$ cat src/rtl/fw_mem_pkg.sv
// Shared bus widths, address map constants and region type for fw_mem
`default_nettype none

package fw_mem_pkg;

  // ----------------------------------------------------------------------
  // Bus widths
  // ----------------------------------------------------------------------
  localparam int DATA_W         = 32;
  localparam int BE_W           = 4;
  localparam int ADDR_W         = 12;

  // Word space of one target, 512 words
  localparam int RAM_ADDR_W     = 9;
  // Each firmware bank holds half of that
  localparam int FW_BANK_ADDR_W = 8;

  // Top address bits pick the region
  localparam int REGION_W       = ADDR_W - RAM_ADDR_W;

  // ----------------------------------------------------------------------
  // Address map
  // ----------------------------------------------------------------------
  // Word addresses 0x000 to 0x1ff
  localparam logic [REGION_W-1:0] REGION_FW  = 3'd0;
  // Word addresses 0x200 to 0x3ff
  localparam logic [REGION_W-1:0] REGION_APP = 3'd1;
  // Single word, one-way mode register
  localparam logic [ADDR_W-1:0]   MODE_ADDR  = 12'h800;

  // Decoded target of one request
  typedef enum logic [1:0] {
    SEL_NONE = 2'd0,
    SEL_FW   = 2'd1,
    SEL_APP  = 2'd2,
    SEL_MODE = 2'd3
  } region_e;

endpackage

`default_nettype wire

$ cat src/rtl/mem_bus_if.sv
// Interface for one target's select, byte enables, address and data
`timescale 1ns/1ps
`default_nettype none

interface mem_bus_if;

  // One-cycle request strobe
  logic                              cs;
  // Byte write enables, all zero for a read
  logic [fw_mem_pkg::BE_W-1:0]       we;
  // Word address inside the target
  logic [fw_mem_pkg::RAM_ADDR_W-1:0] address;
  logic [fw_mem_pkg::DATA_W-1:0]     write_data;
  // Valid in the cycle after cs
  logic [fw_mem_pkg::DATA_W-1:0]     read_data;

  // Decoder side
  modport ctrl (
    output cs, we, address, write_data,
    input  read_data
  );

  // Memory side
  modport target (
    input  cs, we, address, write_data,
    output read_data
  );

endinterface

`default_nettype wire

$ cat src/rtl/mem_ctrl.sv
// Region decoder, one-way mode register, ready generation and read mux
`timescale 1ns/1ps
`default_nettype none

module mem_ctrl (
  input  wire                                clk,
  input  wire                                reset_n,
  input  wire                                cs,
  input  wire [fw_mem_pkg::BE_W-1:0]         we,
  input  wire [fw_mem_pkg::ADDR_W-1:0]       address,
  input  wire [fw_mem_pkg::DATA_W-1:0]       write_data,
  output logic [fw_mem_pkg::DATA_W-1:0]      read_data,
  output logic                               ready,
  output logic                               system_mode,
  mem_bus_if.ctrl                            fw_bus,
  mem_bus_if.ctrl                            app_bus
);

  // ----------------------------------------------------------------------
  // Address decode
  // ----------------------------------------------------------------------
  fw_mem_pkg::region_e                 region;
  fw_mem_pkg::region_e                 region_reg;
  logic [fw_mem_pkg::REGION_W-1:0]     region_bits;
  logic                                is_read;
  logic                                rd_reg;
  logic                                mode_set;

  assign region_bits = address[fw_mem_pkg::ADDR_W-1:fw_mem_pkg::RAM_ADDR_W];
  assign is_read     = !(|we);

  always_comb begin
    // Mode register is a full-address match
    if (address == fw_mem_pkg::MODE_ADDR) begin
      region = fw_mem_pkg::SEL_MODE;
    end else if (region_bits == fw_mem_pkg::REGION_FW) begin
      region = fw_mem_pkg::SEL_FW;
    end else if (region_bits == fw_mem_pkg::REGION_APP) begin
      region = fw_mem_pkg::SEL_APP;
    end else begin
      region = fw_mem_pkg::SEL_NONE;
    end
  end

  // ----------------------------------------------------------------------
  // Target buses
  // ----------------------------------------------------------------------
  // Only the addressed target sees a select
  assign fw_bus.cs          = cs && (region == fw_mem_pkg::SEL_FW);
  assign fw_bus.we          = we;
  assign fw_bus.address     = address[fw_mem_pkg::RAM_ADDR_W-1:0];
  assign fw_bus.write_data  = write_data;

  assign app_bus.cs         = cs && (region == fw_mem_pkg::SEL_APP);
  assign app_bus.we         = we;
  assign app_bus.address    = address[fw_mem_pkg::RAM_ADDR_W-1:0];
  assign app_bus.write_data = write_data;

  // ----------------------------------------------------------------------
  // Mode register
  // ----------------------------------------------------------------------
  // Any byte enable counts, bit 0 carries the request
  assign mode_set = cs && (region == fw_mem_pkg::SEL_MODE) && !is_read && write_data[0];

  // Set once, cleared by reset only
  always_ff @(posedge clk) begin
    if (!reset_n) begin
      system_mode <= 1'b0;
    end else if (mode_set) begin
      system_mode <= 1'b1;
    end
  end

  // ----------------------------------------------------------------------
  // Response pipeline
  // ----------------------------------------------------------------------
  always_ff @(posedge clk) begin
    if (!reset_n) begin
      ready      <= 1'b0;
      rd_reg     <= 1'b0;
      region_reg <= fw_mem_pkg::SEL_NONE;
    end else begin
      ready      <= cs;
      rd_reg     <= cs && is_read;
      // Idle cycles park the mux on none
      region_reg <= cs ? region : fw_mem_pkg::SEL_NONE;
    end
  end

  // Read data mux, zero for writes and unmapped words
  always_comb begin
    read_data = '0;
    if (rd_reg) begin
      case (region_reg)
        fw_mem_pkg::SEL_FW:   read_data = fw_bus.read_data;
        fw_mem_pkg::SEL_APP:  read_data = app_bus.read_data;
        // Mode bit reads back in bit 0
        fw_mem_pkg::SEL_MODE: read_data[0] = system_mode;
        default:              read_data = '0;
      endcase
    end
  end

endmodule

`default_nettype wire

$ cat src/flat_wrapper.sv
// flat-port wrapper written by rule: the top's interface ports become plain ports
module mem_ctrl_flat 
  (clk, reset_n, cs, we, address, write_data, read_data, ready, system_mode, fw_bus_cs, fw_bus_we, fw_bus_address, fw_bus_write_data, fw_bus_read_data, app_bus_cs, app_bus_we, app_bus_address, app_bus_write_data, app_bus_read_data);
  mem_bus_if fw_bus_i ();
  mem_bus_if app_bus_i ();
  input  wire clk;
  input  wire reset_n;
  input  wire cs;
  input  wire [fw_mem_pkg::BE_W-1:0] we;
  input  wire [fw_mem_pkg::ADDR_W-1:0] address;
  input  wire [fw_mem_pkg::DATA_W-1:0] write_data;
  output logic [fw_mem_pkg::DATA_W-1:0] read_data;
  output logic ready;
  output logic system_mode;
  output wire logic [$bits(fw_bus_i.cs)-1:0] fw_bus_cs;
  output wire logic [$bits(fw_bus_i.we)-1:0] fw_bus_we;
  output wire logic [$bits(fw_bus_i.address)-1:0] fw_bus_address;
  output wire logic [$bits(fw_bus_i.write_data)-1:0] fw_bus_write_data;
  input wire logic [$bits(fw_bus_i.read_data)-1:0] fw_bus_read_data;
  output wire logic [$bits(app_bus_i.cs)-1:0] app_bus_cs;
  output wire logic [$bits(app_bus_i.we)-1:0] app_bus_we;
  output wire logic [$bits(app_bus_i.address)-1:0] app_bus_address;
  output wire logic [$bits(app_bus_i.write_data)-1:0] app_bus_write_data;
  input wire logic [$bits(app_bus_i.read_data)-1:0] app_bus_read_data;
  assign fw_bus_cs = fw_bus_i.cs;
  assign fw_bus_we = fw_bus_i.we;
  assign fw_bus_address = fw_bus_i.address;
  assign fw_bus_write_data = fw_bus_i.write_data;
  assign fw_bus_i.read_data = fw_bus_read_data;
  assign app_bus_cs = app_bus_i.cs;
  assign app_bus_we = app_bus_i.we;
  assign app_bus_address = app_bus_i.address;
  assign app_bus_write_data = app_bus_i.write_data;
  assign app_bus_i.read_data = app_bus_read_data;
  mem_ctrl u_core (.clk(clk), .reset_n(reset_n), .cs(cs), .we(we), .address(address), .write_data(write_data), .read_data(read_data), .ready(ready), .system_mode(system_mode), .fw_bus(fw_bus_i), .app_bus(app_bus_i));
endmodule
$ cat config.mk
export PLATFORM = sky130hd
export DESIGN_NAME = mem_ctrl_flat
export DESIGN_NICKNAME = d
export VERILOG_FILES = /design/src/rtl/fw_mem_pkg.sv /design/src/rtl/mem_bus_if.sv /design/src/rtl/mem_ctrl.sv /design/src/flat_wrapper.sv
export SDC_FILE = /design/constraint.sdc
export NUM_CORES = 1
export LEC_CHECK = 0
export BUFFER_PORTS_ARGS = -buffer_cell sky130_fd_sc_hd__buf_4
export CAP_MARGIN = 20
export CORE_AREA = 5 5 91 93
export CTS_CLUSTER_DIAMETER = 50
export DETAILED_ROUTE_END_ITERATION = 10
export DIE_AREA = 0 0 96 98
export GPL_ROUTABILITY_DRIVEN = 0
export PLACE_DENSITY = 0.68
export SETUP_SLACK_MARGIN = 0.05
export SYNTH_ARGS = -nofsm -noshare
export SYNTH_HDL_FRONTEND = slang
export SYNTH_SLANG_ARGS = --single-unit
$ cat constraint.sdc
create_clock -name clk -period 2.7 [get_ports clk]
set_input_delay 0.27 -clock clk [delete_from_list [all_inputs] [get_ports clk]]
set_output_delay 0.27 -clock clk [all_outputs]
set_load 0.02 [all_outputs]
==> flow_metrics.env, run 1 <==
export IMPL_outcome="completed"
export IMPL_critPathMaxStageDelay_ps=440
export IMPL_regToRegEndpoint="u_core.system_mode$_SDFFE_PN0P_"
export IMPL_cts_root_buf="sky130_fd_sc_hd__clkbuf_8"
export IMPL_count_of_unresolved_drc_violations_after_routing=0
export IMPL_globalRoute_totalOverflow=0
export IMPL_cts_resized=0
export IMPL_transition_time_of_the_tightest_slew_check_pin_ps=494
export IMPL_ant_nets=0
export IMPL_hold_path_startpoint="reset_n"
export IMPL_worstSetupEndpointType="output pin"
export IMPL_diodes=0
export IMPL_grt_antenna_before_repair=0
export IMPL_critical_path_startpoint_type="flip-flop"
export IMPL_fin_hold_ws_ps=280
export IMPL_setup_repair_after_global_routing_missed_its_margin="false"
export IMPL_netlist_instances=194
export IMPL_synth_warning_count=0
export IMPL_fin_skew_ps=0
export IMPL_reg2reg_from="u_core.system_mode$_SDFFE_PN0P_"
export IMPL_finalCoreUtilization=0.263
export IMPL_synth_yosys_seq_area_share=0.0738
export IMPL_synth_fp_nets=313
export IMPL_min_delay_path_depth=3
export IMPL_path_common_cell="sky130_fd_sc_hd__buf_4"
export IMPL_synth_top_cells_by_area="sky130_fd_sc_hd__buf_4 (50%), sky130_fd_sc_hd__a22oi_1 (17%), sky130_fd_sc_hd__nor2_1 (9.4%)"
export IMPL_cts_buffer_depth=2
export IMPL_timing_critical_path_cells="inv_1, ha_1, buf_4, a222oi_1, nor3b_1, buf_4"
export IMPL_cts_setup_buffers=0
export IMPL_worstRegToRegCells=2
export IMPL_port_buffers=147
export IMPL_row_count=32
export IMPL_timing_setup_critical_path_class="reg2out"
export IMPL_max_clock_freq_mhz=448
export IMPL_pin_count_of_the_biggest_net_entering_global_routing=23
export IMPL_holdCritPathClass="in2reg"
export IMPL_core_area_um2=7450
export IMPL_grt_first_pass_wirelength_um=7540
export IMPL_fin_cells=352
export IMPL_cts_tree="built"
export IMPL_totalNegativeSetupSlack_ps=0
export IMPL_path_max_fanout=22
export IMPL_detail_route_wirelength_um=5310
export IMPL_avgViaCountPerCell=4.09
export IMPL_worst_slew_margin_rel=0.670
export IMPL_power_density_nw_per_um2=205
export IMPL_final_common_cell="sky130_fd_sc_hd__buf_4"
export IMPL_flip_flop_and_latch_count_after_synthesis=5
export IMPL_flow_area_growth_from_synthesis_pct=44.4
export IMPL_timing_critical_path_required_ps=2430
export IMPL_worst_hold_end="u_core.system_mode$_SDFFE_PN0P_"
export IMPL_p_total_mw=0.402
export IMPL_worst_reg_to_reg_setup_slack_ps=2150
export IMPL_max_cap_violations=0
export IMPL_globalRouteTotalUtil=0.101
export IMPL_worst_setup_hold_path_clk_slew_ps=40
export IMPL_cp_data_arrival_time_ps=1960
export IMPL_max_vdd_ir_drop_v=0.000185
export IMPL_post_route_cells_drive_above_1_share=0.628
export IMPL_largest_register_ffs=2
export IMPL_routed_wire_length_per_instance_um=15.1
export IMPL_die_area_um2=9410
export IMPL_number_of_buffers_inserted_during_clock_tree_synthesis=3
export IMPL_cts_num_sinks=5
export IMPL_syn_avg_cell_area_um2=6.99
export IMPL_finalMaxSlewViolations=0
export IMPL_master_of_the_slowest_instance_on_the_critical_path="sky130_fd_sc_hd__ha_1"
export IMPL_synth_cell_type_count=20
export IMPL_final_period_minus_worst_setup_slack_ps=2230
export IMPL_dp_hpwl_um=4510
export IMPL_post_synth_instance_area_um2=1360
export IMPL_ios=241
export IMPL_floorplan_die_height_um=98
export IMPL_via_count=1439
export IMPL_cts_hold_buf=0
export IMPL_clock_insertion_delay_worst_skew_ps=220
export IMPL_period_share=0.827
export IMPL_dr_pass1_iters=6
export IMPL_synthDominantAreaCellType="sky130_fd_sc_hd__buf_4"
export IMPL_cts_htree_levels=1
export IMPL_initialDrtViolationCount=54
export IMPL_start_util=0.182
export IMPL_placed_cells_incl_taps=348
export IMPL_hold_viol_final=0
export IMPL_grt_pass1_vias=1571
export IMPL_nNetsFinal=370
export IMPL_synth_top_area_share=0.498
export IMPL_fp_dieW_um=96
export IMPL_setup_viol=0
export IMPL_most_common_layout_cells="sky130_fd_sc_hd__buf_4 (150), sky130_fd_sc_hd__nor2_1 (34), sky130_fd_sc_hd__a22oi_1 (31)"
export IMPL_p_leak_nw=0.916
[synthesized netlist by cell type]
cell,n
sky130_fd_sc_hd__a21oi_1,2
sky130_fd_sc_hd__a222oi_1,1
sky130_fd_sc_hd__a22oi_1,31
sky130_fd_sc_hd__and3_1,1
sky130_fd_sc_hd__buf_2,6
sky130_fd_sc_hd__buf_4,90
sky130_fd_sc_hd__clkbuf_1,3
sky130_fd_sc_hd__dfxtp_1,5
sky130_fd_sc_hd__ha_1,4
sky130_fd_sc_hd__inv_1,3
sky130_fd_sc_hd__nand2_1,5
sky130_fd_sc_hd__nand3_1,1
sky130_fd_sc_hd__nand4_2,1
sky130_fd_sc_hd__nor2_1,34
sky130_fd_sc_hd__nor3b_1,1
sky130_fd_sc_hd__nor4_1,2
sky130_fd_sc_hd__nor4b_1,1
sky130_fd_sc_hd__o21ai_2,1
sky130_fd_sc_hd__or3_1,1
sky130_fd_sc_hd__or4_4,1
[where the power goes]
part           switching [mW]  leakage, nW  internal, mW
combinational          0.0757        0.853         0.113
clock                  0.0355       0.0228         0.101
sequential           0.000774       0.0406        0.0758
[cell families (layout without fill, tap and decap cells)]
| logic type | after synthesis | in the layout | share of synthesized area |
|---|---|---|---|
| buffers and inverters | 102 | 158 | 0.537 |
| AND/OR/NAND/NOR | 48 | 48 | 0.160 |
| flip-flops | 5 | 5 | 0.0738 |
| AO/OA/AOI/OAI | 35 | 35 | 0.193 |
| adder cells (fa/ha/maj) | 4 | 4 | 0.0369 |
[critical path, delay by kind of cell (launching register included)]
| kind | cells | cell delay, ps |
|---|---|---|
| AOI/OAI and AO/OA | 1 | 110 |
| adders and majority gates | 1 | 440 |
| and+or+nand+nor | 1 | 240 |
| buffers and inverters | 3 | 630 |
| DFF | 1 | 320 |
[stage by stage]
step	instance area (um2)	setup WS (ps)
after global routing	1960	255
after CTS	1960	446
after floorplan	1360	1190
after detailed placement	1910	695
final	1960	468
after global placement	1910	813
[metal layers]
metal | share of wire | track usage
met5 | 0 | 0
met4 | 0.0015 | 0.0153
met3 | 0.14 | 0.0339
met2 | 0.53 | 0.201
met1 | 0.33 | 0.0976
[final cells by class]
class                      instances  area, um2
sequential                         5        100
fill                             861       5490
inverter                           3       11.3
multi-input combinational         87        528
clock buffer                       4       45.0
timing repair buffer             151       1150
tap                              102        128
[worst max-delay path by stage]
| stage | startpoint | endpoint | slack (ps) | depth (start not counted) |
|---|---|---|---|---|
| 6_report | u_core.region_reg[1]$_SDFF_PN0_ | read_data[0] | 470 | 6 |
| 5_1_grt | u_core.region_reg[1]$_SDFF_PN0_ | read_data[0] | 260 | 6 |
| 4_1_cts | u_core.region_reg[1]$_SDFF_PN0_ | read_data[0] | 450 | 6 |
| 3_5_place_dp | u_core.region_reg[1]$_SDFF_PN0_ | read_data[0] | 690 | 6 |
| 3_3_place_gp | u_core.region_reg[1]$_SDFF_PN0_ | read_data[0] | 810 | 6 |
| 2_1_floorplan | u_core.region_reg[0]$_SDFF_PN0_ | read_data[10] | 1190 | 5 |
Note: power is estimated with default switching activity, not from simulation.
==> run 2: changes to the inputs <==
clock period = 2.1 ns   (was 2.7 ns; I/O delays follow)
==> run 2 against run 1 <==
Cell count fell by 0.28%. Flip-flop and latch count did not move. Worst setup slack got worse by 260 ps. Non-clock buffer count fell by 1. Worst hold slack got worse by 63 ps. Highest routed layer unchanged.
==> flow_metrics.env, run 2 (synthesized netlist as in run 1, its figures left out) <==
export IMPL_outcome="completed"
export IMPL_avgViaCountPerCell=4.12
export IMPL_setup_viol=0
export IMPL_globalRoute_totalOverflow=0
export IMPL_final_period_minus_worst_setup_slack_ps=1890
export IMPL_fin_skew_ps=0
export IMPL_worstSetupEndpointType="output pin"
export IMPL_ios=241
export IMPL_cts_buffer_depth=2
export IMPL_totalNegativeSetupSlack_ps=0
export IMPL_grt_util_met2=0.201
export IMPL_port_buffers=147
export IMPL_die_area_um2=9410
export IMPL_globalRouteTotalUtil=0.0988
export IMPL_number_of_buffers_inserted_during_clock_tree_synthesis=3
export IMPL_grt_antenna_before_repair=0
export IMPL_critical_path_top_delay_family="buffers and inverters"
export IMPL_gr_usage_met3=0.0339
export IMPL_fp_dieW_um=96
export IMPL_period_share=0.900
export IMPL_post_dp_cell_area_um2=1910
export IMPL_cts_tree="built"
export IMPL_transition_time_of_the_tightest_slew_check_pin_ps=300
export IMPL_detail_route_wirelength_um=5230
export IMPL_final_common_cell="sky130_fd_sc_hd__buf_4"
export IMPL_cts_num_sinks=5
export IMPL_dr_pass1_iters=4
export IMPL_pin_count_of_the_biggest_net_entering_global_routing=27
export IMPL_start_util=0.182
export IMPL_max_clock_freq_mhz=529
export IMPL_power_density_nw_per_um2=264
export IMPL_finalMaxSlewViolations=0
export IMPL_gr_max_usage_layer="met2"
export IMPL_clock_insertion_delay_worst_skew_ps=220
export IMPL_cts_setup_buffers=0
export IMPL_holdCritPathClass="in2reg"
export IMPL_flow_area_growth_from_synthesis_pct=45.7
export IMPL_dp_hpwl_um=4520
export IMPL_cts_htree_levels=1
export IMPL_cts_root_buf="sky130_fd_sc_hd__clkbuf_8"
export IMPL_grt_pass1_vias=1534
export IMPL_most_common_layout_cells="sky130_fd_sc_hd__buf_4 (149), sky130_fd_sc_hd__nor2_1 (34), sky130_fd_sc_hd__a22oi_1 (31)"
export IMPL_critical_path_n_buffers_inverters=3
export IMPL_grt_first_pass_wirelength_um=7490
export IMPL_timing_critical_path_cells="inv_1, ha_1, nand2_1, buf_12, nor2_1, buf_4"
export IMPL_via_count=1445
export IMPL_count_of_unresolved_drc_violations_after_routing=0
export IMPL_floorplan_die_height_um=98
export IMPL_p_leak_nw=0.912
export IMPL_diodes=0
export IMPL_row_count=32
export IMPL_largest_register_ffs=2
export IMPL_stdcell_area_um2=1980
export IMPL_path_max_fanout=26
export IMPL_cp_data_arrival_time_ps=1680
export IMPL_post_route_cells_drive_above_1_share=0.635
export IMPL_max_vdd_ir_drop_v=0.000238
export IMPL_timing_setup_critical_path_class="reg2out"
export IMPL_nNetsFinal=369
export IMPL_timing_critical_path_required_ps=1890
export IMPL_ant_nets=0
export IMPL_setup_repair_after_global_routing_missed_its_margin="false"
export IMPL_hold_viol_final=0
export IMPL_initialDrtViolationCount=27
export IMPL_master_of_the_slowest_instance_on_the_critical_path="sky130_fd_sc_hd__dfxtp_1"
export IMPL_worst_slew_margin_rel=0.798
export IMPL_critical_path_startpoint_type="flip-flop"
export IMPL_cts_hold_buf=0
export IMPL_met1_usage=0.0892
export IMPL_core_area_um2=7450
export IMPL_worst_setup_hold_path_clk_slew_ps=40
export IMPL_critPathMaxStageDelay_ps=390
export IMPL_routed_wire_length_per_instance_um=14.9
export IMPL_max_cap_violations=0
==> run 2: cell types whose count changed in the layout (fill, tap and decap cells not counted), sizes merged <==
cell	delta
buf	-1
==> run 2: metal layers <==
| layer | vias up | wire length, um | part of all wire |
|---|---|---|---|
| li1 | 677 | - | - |
| met1 | 626 | 1570 | 0.30 |
| met2 | 136 | 2860 | 0.55 |
| met3 | 6 | 751 | 0.14 |
| met4 | 0 | 50 | 0.0096 |
| met5 | - | 0 | 0 |
==> run 2: timing repair <==
item	in CTS	in global routing
pin swaps	0	0
gates resized for setup	2	2
setup endpoints to repair	17	5
==> run 2: path summary, 6_finish.rpt <==
kind | cells after the start | to | from | slack, ps
max reg2reg | 2 | u_core.system_mode$_SDFFE_PN0P_ | u_core.system_mode$_SDFFE_PN0P_ | 1560
min reg2reg | 2 | u_core.system_mode$_SDFFE_PN0P_ | u_core.system_mode$_SDFFE_PN0P_ | 480
max | 6 | read_data[11] | u_core.region_reg[0]$_SDFF_PN0_ | 210
min | 3 | u_core.system_mode$_SDFFE_PN0P_ | reset_n | 220
==> run 2: layout make-up <==
| type | count | area, um2 |
|---|---|---|
| inverter | 3 | 11.3 |
| timing repair buffer | 150 | 1140 |
| multi-input combinational | 87 | 553 |
| sequential | 5 | 100 |
| tap | 102 | 128 |
| clock buffer | 4 | 45.0 |
| fill | 826 | 5470 |
==> run 2: metrics by stage <==
step           cells  hold WS [ps]   util  setup slack, ps  total power, mW
3_3_place_gp     347           420  0.256              230            0.340
6_report         351           217  0.265              210            0.521
5_1_grt          351           242  0.265             84.8            0.553
2_1_floorplan    194           327      -              647            0.375
4_1_cts          351           210  0.263              151            0.529
3_5_place_dp     347           420  0.256              171            0.344
==> run 2: worst register-to-register path, cell delays in order (launching register included) <==
cell,delay [ps]
sky130_fd_sc_hd__dfxtp_1,310
sky130_fd_sc_hd__nand2_1,70
sky130_fd_sc_hd__o21ai_2,50
==> run 2: power by group <==
| group | leakage, nW | internal, mW | switching (mW) |
|---|---|---|---|
| clock network | 0.0228 | 0.130 | 0.0483 |
| registers | 0.0406 | 0.0974 | 0.00113 |
| logic | 0.849 | 0.146 | 0.0974 |
==> run 3: changes to the inputs <==
ABC_AREA = 1   (was default)
PLACE_DENSITY = 0.71   (was 0.68)
==> run 3 against run 2 <==
Non-clock buffer count did not move. Register-to-register slack got worse by 70 ps. First-iteration DRC count increased by 30%. Cell count rose by 15%. Die area is the same. Clock skew stayed put. Flip-flop and latch count did not move. Total power grew 0.41%. Global-route usage fell by 0.36 points. Sequential power about the same. Via count rose by 12%. Combinational power is 2% higher.
==> flow_metrics.env, run 3 <==
export IMPL_outcome="completed"
export IMPL_synth_warning_count=0
export IMPL_reg2reg_from="u_core.system_mode$_SDFFE_PN0P_"
export IMPL_largest_register_ffs=2
export IMPL_number_of_buffers_inserted_during_clock_tree_synthesis=3
export IMPL_p_total_mw=0.523
export IMPL_setup_viol=0
export IMPL_cts_tree="built"
export IMPL_power_frac_clock=0.335
export IMPL_synth_cell_type_count=15
export IMPL_dp_hpwl_um=4180
export IMPL_stdcell_area_um2=2160
export IMPL_detail_route_wirelength_um=4900
export IMPL_start_util=0.213
export IMPL_max_vdd_ir_drop_v=0.000314
export IMPL_pin_count_of_the_biggest_net_entering_global_routing=33
export IMPL_grt_antenna_before_repair=0
export IMPL_diodes=0
export IMPL_holdCritPathClass="in2reg"
export IMPL_flow_area_growth_from_synthesis_pct=36.1
export IMPL_cts_buffer_depth=2
export IMPL_fp_dieW_um=96
export IMPL_post_dp_cell_area_um2=2110
export IMPL_net_switching_power_mw=0.152
export IMPL_cts_htree_levels=1
export IMPL_period_share=0.835
export IMPL_timing_critical_path_required_ps=1890
export IMPL_ios=241
export IMPL_grt_pass1_vias=1669
export IMPL_syn_avg_cell_area_um2=6.47
export IMPL_via_count=1613
export IMPL_totalNegativeSetupSlack_ps=0
export IMPL_commonest_cells_in_the_netlist="sky130_fd_sc_hd__buf_4 (91), sky130_fd_sc_hd__nand2_1 (74), sky130_fd_sc_hd__a21oi_2 (31)"
export IMPL_post_place_ws_ps=568
export IMPL_routed_wire_length_per_instance_um=12.2
export IMPL_core_area_um2=7450
export IMPL_power_density_nw_per_um2=242
export IMPL_critical_path_startpoint_type="flip-flop"
export IMPL_max_cap_violations=0
export IMPL_pwr_share_seq=0.188
export IMPL_synth_top_area_share=0.431
export IMPL_fin_skew_ps=0
export IMPL_largest_family_of_logic_cells_by_synthesized_area="buffers and inverters"
export IMPL_p_comb_frac=0.476
export IMPL_count_of_unresolved_drc_violations_after_routing=0
export IMPL_worstRegToRegCells=2
export IMPL_worst_setup_hold_path_clk_slew_ps=40
export IMPL_ant_nets=0
export IMPL_yosys_area_share_adder=0.0316
export IMPL_transition_time_of_the_tightest_slew_check_pin_ps=335
export IMPL_max_clock_freq_mhz=570
export IMPL_finalCoreUtilization=0.289
export IMPL_globalRouteTotalUtil=0.0952
export IMPL_min_delay_path_depth=3
export IMPL_yosysMostFrequentCell="sky130_fd_sc_hd__buf_4"
export IMPL_power_switching_fraction=0.292
export IMPL_worst_slew_margin_rel=0.777
export IMPL_netlist_instances=245
export IMPL_timing_setup_critical_path_class="reg2out"
export IMPL_hold_path_startpoint="reset_n"
export IMPL_fin_cells=402
export IMPL_finalMaxSlewViolations=0
export IMPL_clock_insertion_delay_worst_skew_ps=220
export IMPL_setup_repair_after_global_routing_missed_its_margin="false"
export IMPL_grt_first_pass_wirelength_um=7380
export IMPL_globalRoute_totalOverflow=0
export IMPL_cts_hold_buf=0
export IMPL_worstSetupEndpointType="output pin"
export IMPL_async_reset_ff_frac=0
export IMPL_yosys_mux_area_fraction=0
export IMPL_final_common_cell="sky130_fd_sc_hd__buf_4"
export IMPL_cp_data_arrival_time_ps=1540
export IMPL_path_max_fanout=32
export IMPL_die_area_um2=9410
export IMPL_synth_fp_nets=364
export IMPL_final_period_minus_worst_setup_slack_ps=1750
export IMPL_edff_count_synth=0
export IMPL_port_buffers=147
export IMPL_dr_pass1_iters=4
export IMPL_row_count=32
export IMPL_post_synth_instance_area_um2=1580
export IMPL_startpoint_of_the_most_critical_setup_path="u_core.region_reg[0]$_SDFF_PN0_"
export IMPL_finalWorstSetupSlack_ps=346
export IMPL_placed_cells_incl_taps=398
export IMPL_cts_setup_buffers=0
export IMPL_xor_xnor_portion_of_the_synthesized_cell_area=0
export IMPL_nFillCells=828
export IMPL_fin_hold_ws_ps=246
export IMPL_post_route_cells_drive_above_1_share=0.620
export IMPL_cts_num_sinks=5
export IMPL_synthDominantAreaCellType="sky130_fd_sc_hd__buf_4"
export IMPL_p_leak_nw=0.967
export IMPL_initialDrtViolationCount=35
export IMPL_avgViaCountPerCell=4.01
export IMPL_synth_compound_gate_area_share=0.184
export IMPL_most_common_layout_cells="sky130_fd_sc_hd__buf_4 (149), sky130_fd_sc_hd__nand2_1 (73), sky130_fd_sc_hd__a21oi_2 (31)"
export IMPL_synth_simple_area_share=0.231
export IMPL_cts_resized=0
export IMPL_ys_dominant_reg_cell="sky130_fd_sc_hd__dfxtp_1"
export IMPL_power_internal_mw=0.370
export IMPL_synth_yosys_seq_area_share=0.0632
export IMPL_floorplan_die_height_um=98
export IMPL_hold_viol_final=0
export IMPL_cts_root_buf="sky130_fd_sc_hd__clkbuf_8"
export IMPL_nNetsFinal=420
export IMPL_synth_top_cells_by_area="sky130_fd_sc_hd__buf_4 (43%), sky130_fd_sc_hd__nand2_1 (18%), sky130_fd_sc_hd__a21oi_2 (17%)"
export IMPL_flip_flop_and_latch_count_after_synthesis=5
[run 3: cell count changes in the layout (fill, tap and decap cells not counted), sizes merged, moves of 2 or more]
cell    change
a21oi      +33
nor2       -22
nand2      +69
nand3       +2
nand3b      +2
inv         +6
nor4        -2
a22oi      -31
[run 3: per-layer routing]
metal  vias up  GRT usage  share of wire
met5         -          0              0
met4         0     0.0175         0.0047
met3         2     0.0447           0.16
met2       119      0.172           0.49
met1       712     0.0994           0.35
li1        780          -              -
[run 3: layout make-up]
| class | count | area (um2) | area share |
|---|---|---|---|
| clock buffers | 4 | 45.0 | 0.0209 |
| inverters | 9 | 33.8 | 0.0157 |
| multi-input cells | 132 | 711 | 0.330 |
| flip-flops and latches | 5 | 100 | 0.0464 |
| well taps | 102 | 128 | 0.0592 |
| repair buffers | 150 | 1140 | 0.528 |
[run 3: power groups by stage]
stage / Combinational [mW] / Clock [mW] / Sequential [mW]
after floorplan: 0.280 / 0 / 0.101
after global placement: 0.249 / 0 / 0.0997
after detailed placement: 0.251 / 0 / 0.0999
after CTS: 0.253 / 0.182 / 0.0985
after global routing: 0.270 / 0.190 / 0.0985
final: 0.249 / 0.175 / 0.0985
[run 3: critical path, stage by stage (launching register included)]
cell	delay, ps
sky130_fd_sc_hd__dfxtp_1	320
sky130_fd_sc_hd__inv_1	90
sky130_fd_sc_hd__ha_1	140
sky130_fd_sc_hd__buf_4	310
sky130_fd_sc_hd__nand2_1	90
sky130_fd_sc_hd__nand3_1	90
sky130_fd_sc_hd__nand3b_1	70
sky130_fd_sc_hd__inv_1	60
sky130_fd_sc_hd__buf_4	130
[run 3: final timing paths]
check / to / slack, ps
max: read_data[0] / 350
min: u_core.system_mode$_SDFFE_PN0P_ / 250
max reg2reg: u_core.system_mode$_SDFFE_PN0P_ / 1490
min reg2reg: u_core.system_mode$_SDFFE_PN0P_ / 490
[run 3: logic make-up (layout without fill, tap and decap cells)]
group / after synthesis / in the layout
DFF: 5 / 5
AOI/OAI and AO/OA: 35 / 35
buffers and inverters: 108 / 163
adders and majority gates: 4 / 4
and+or+nand+nor: 93 / 93
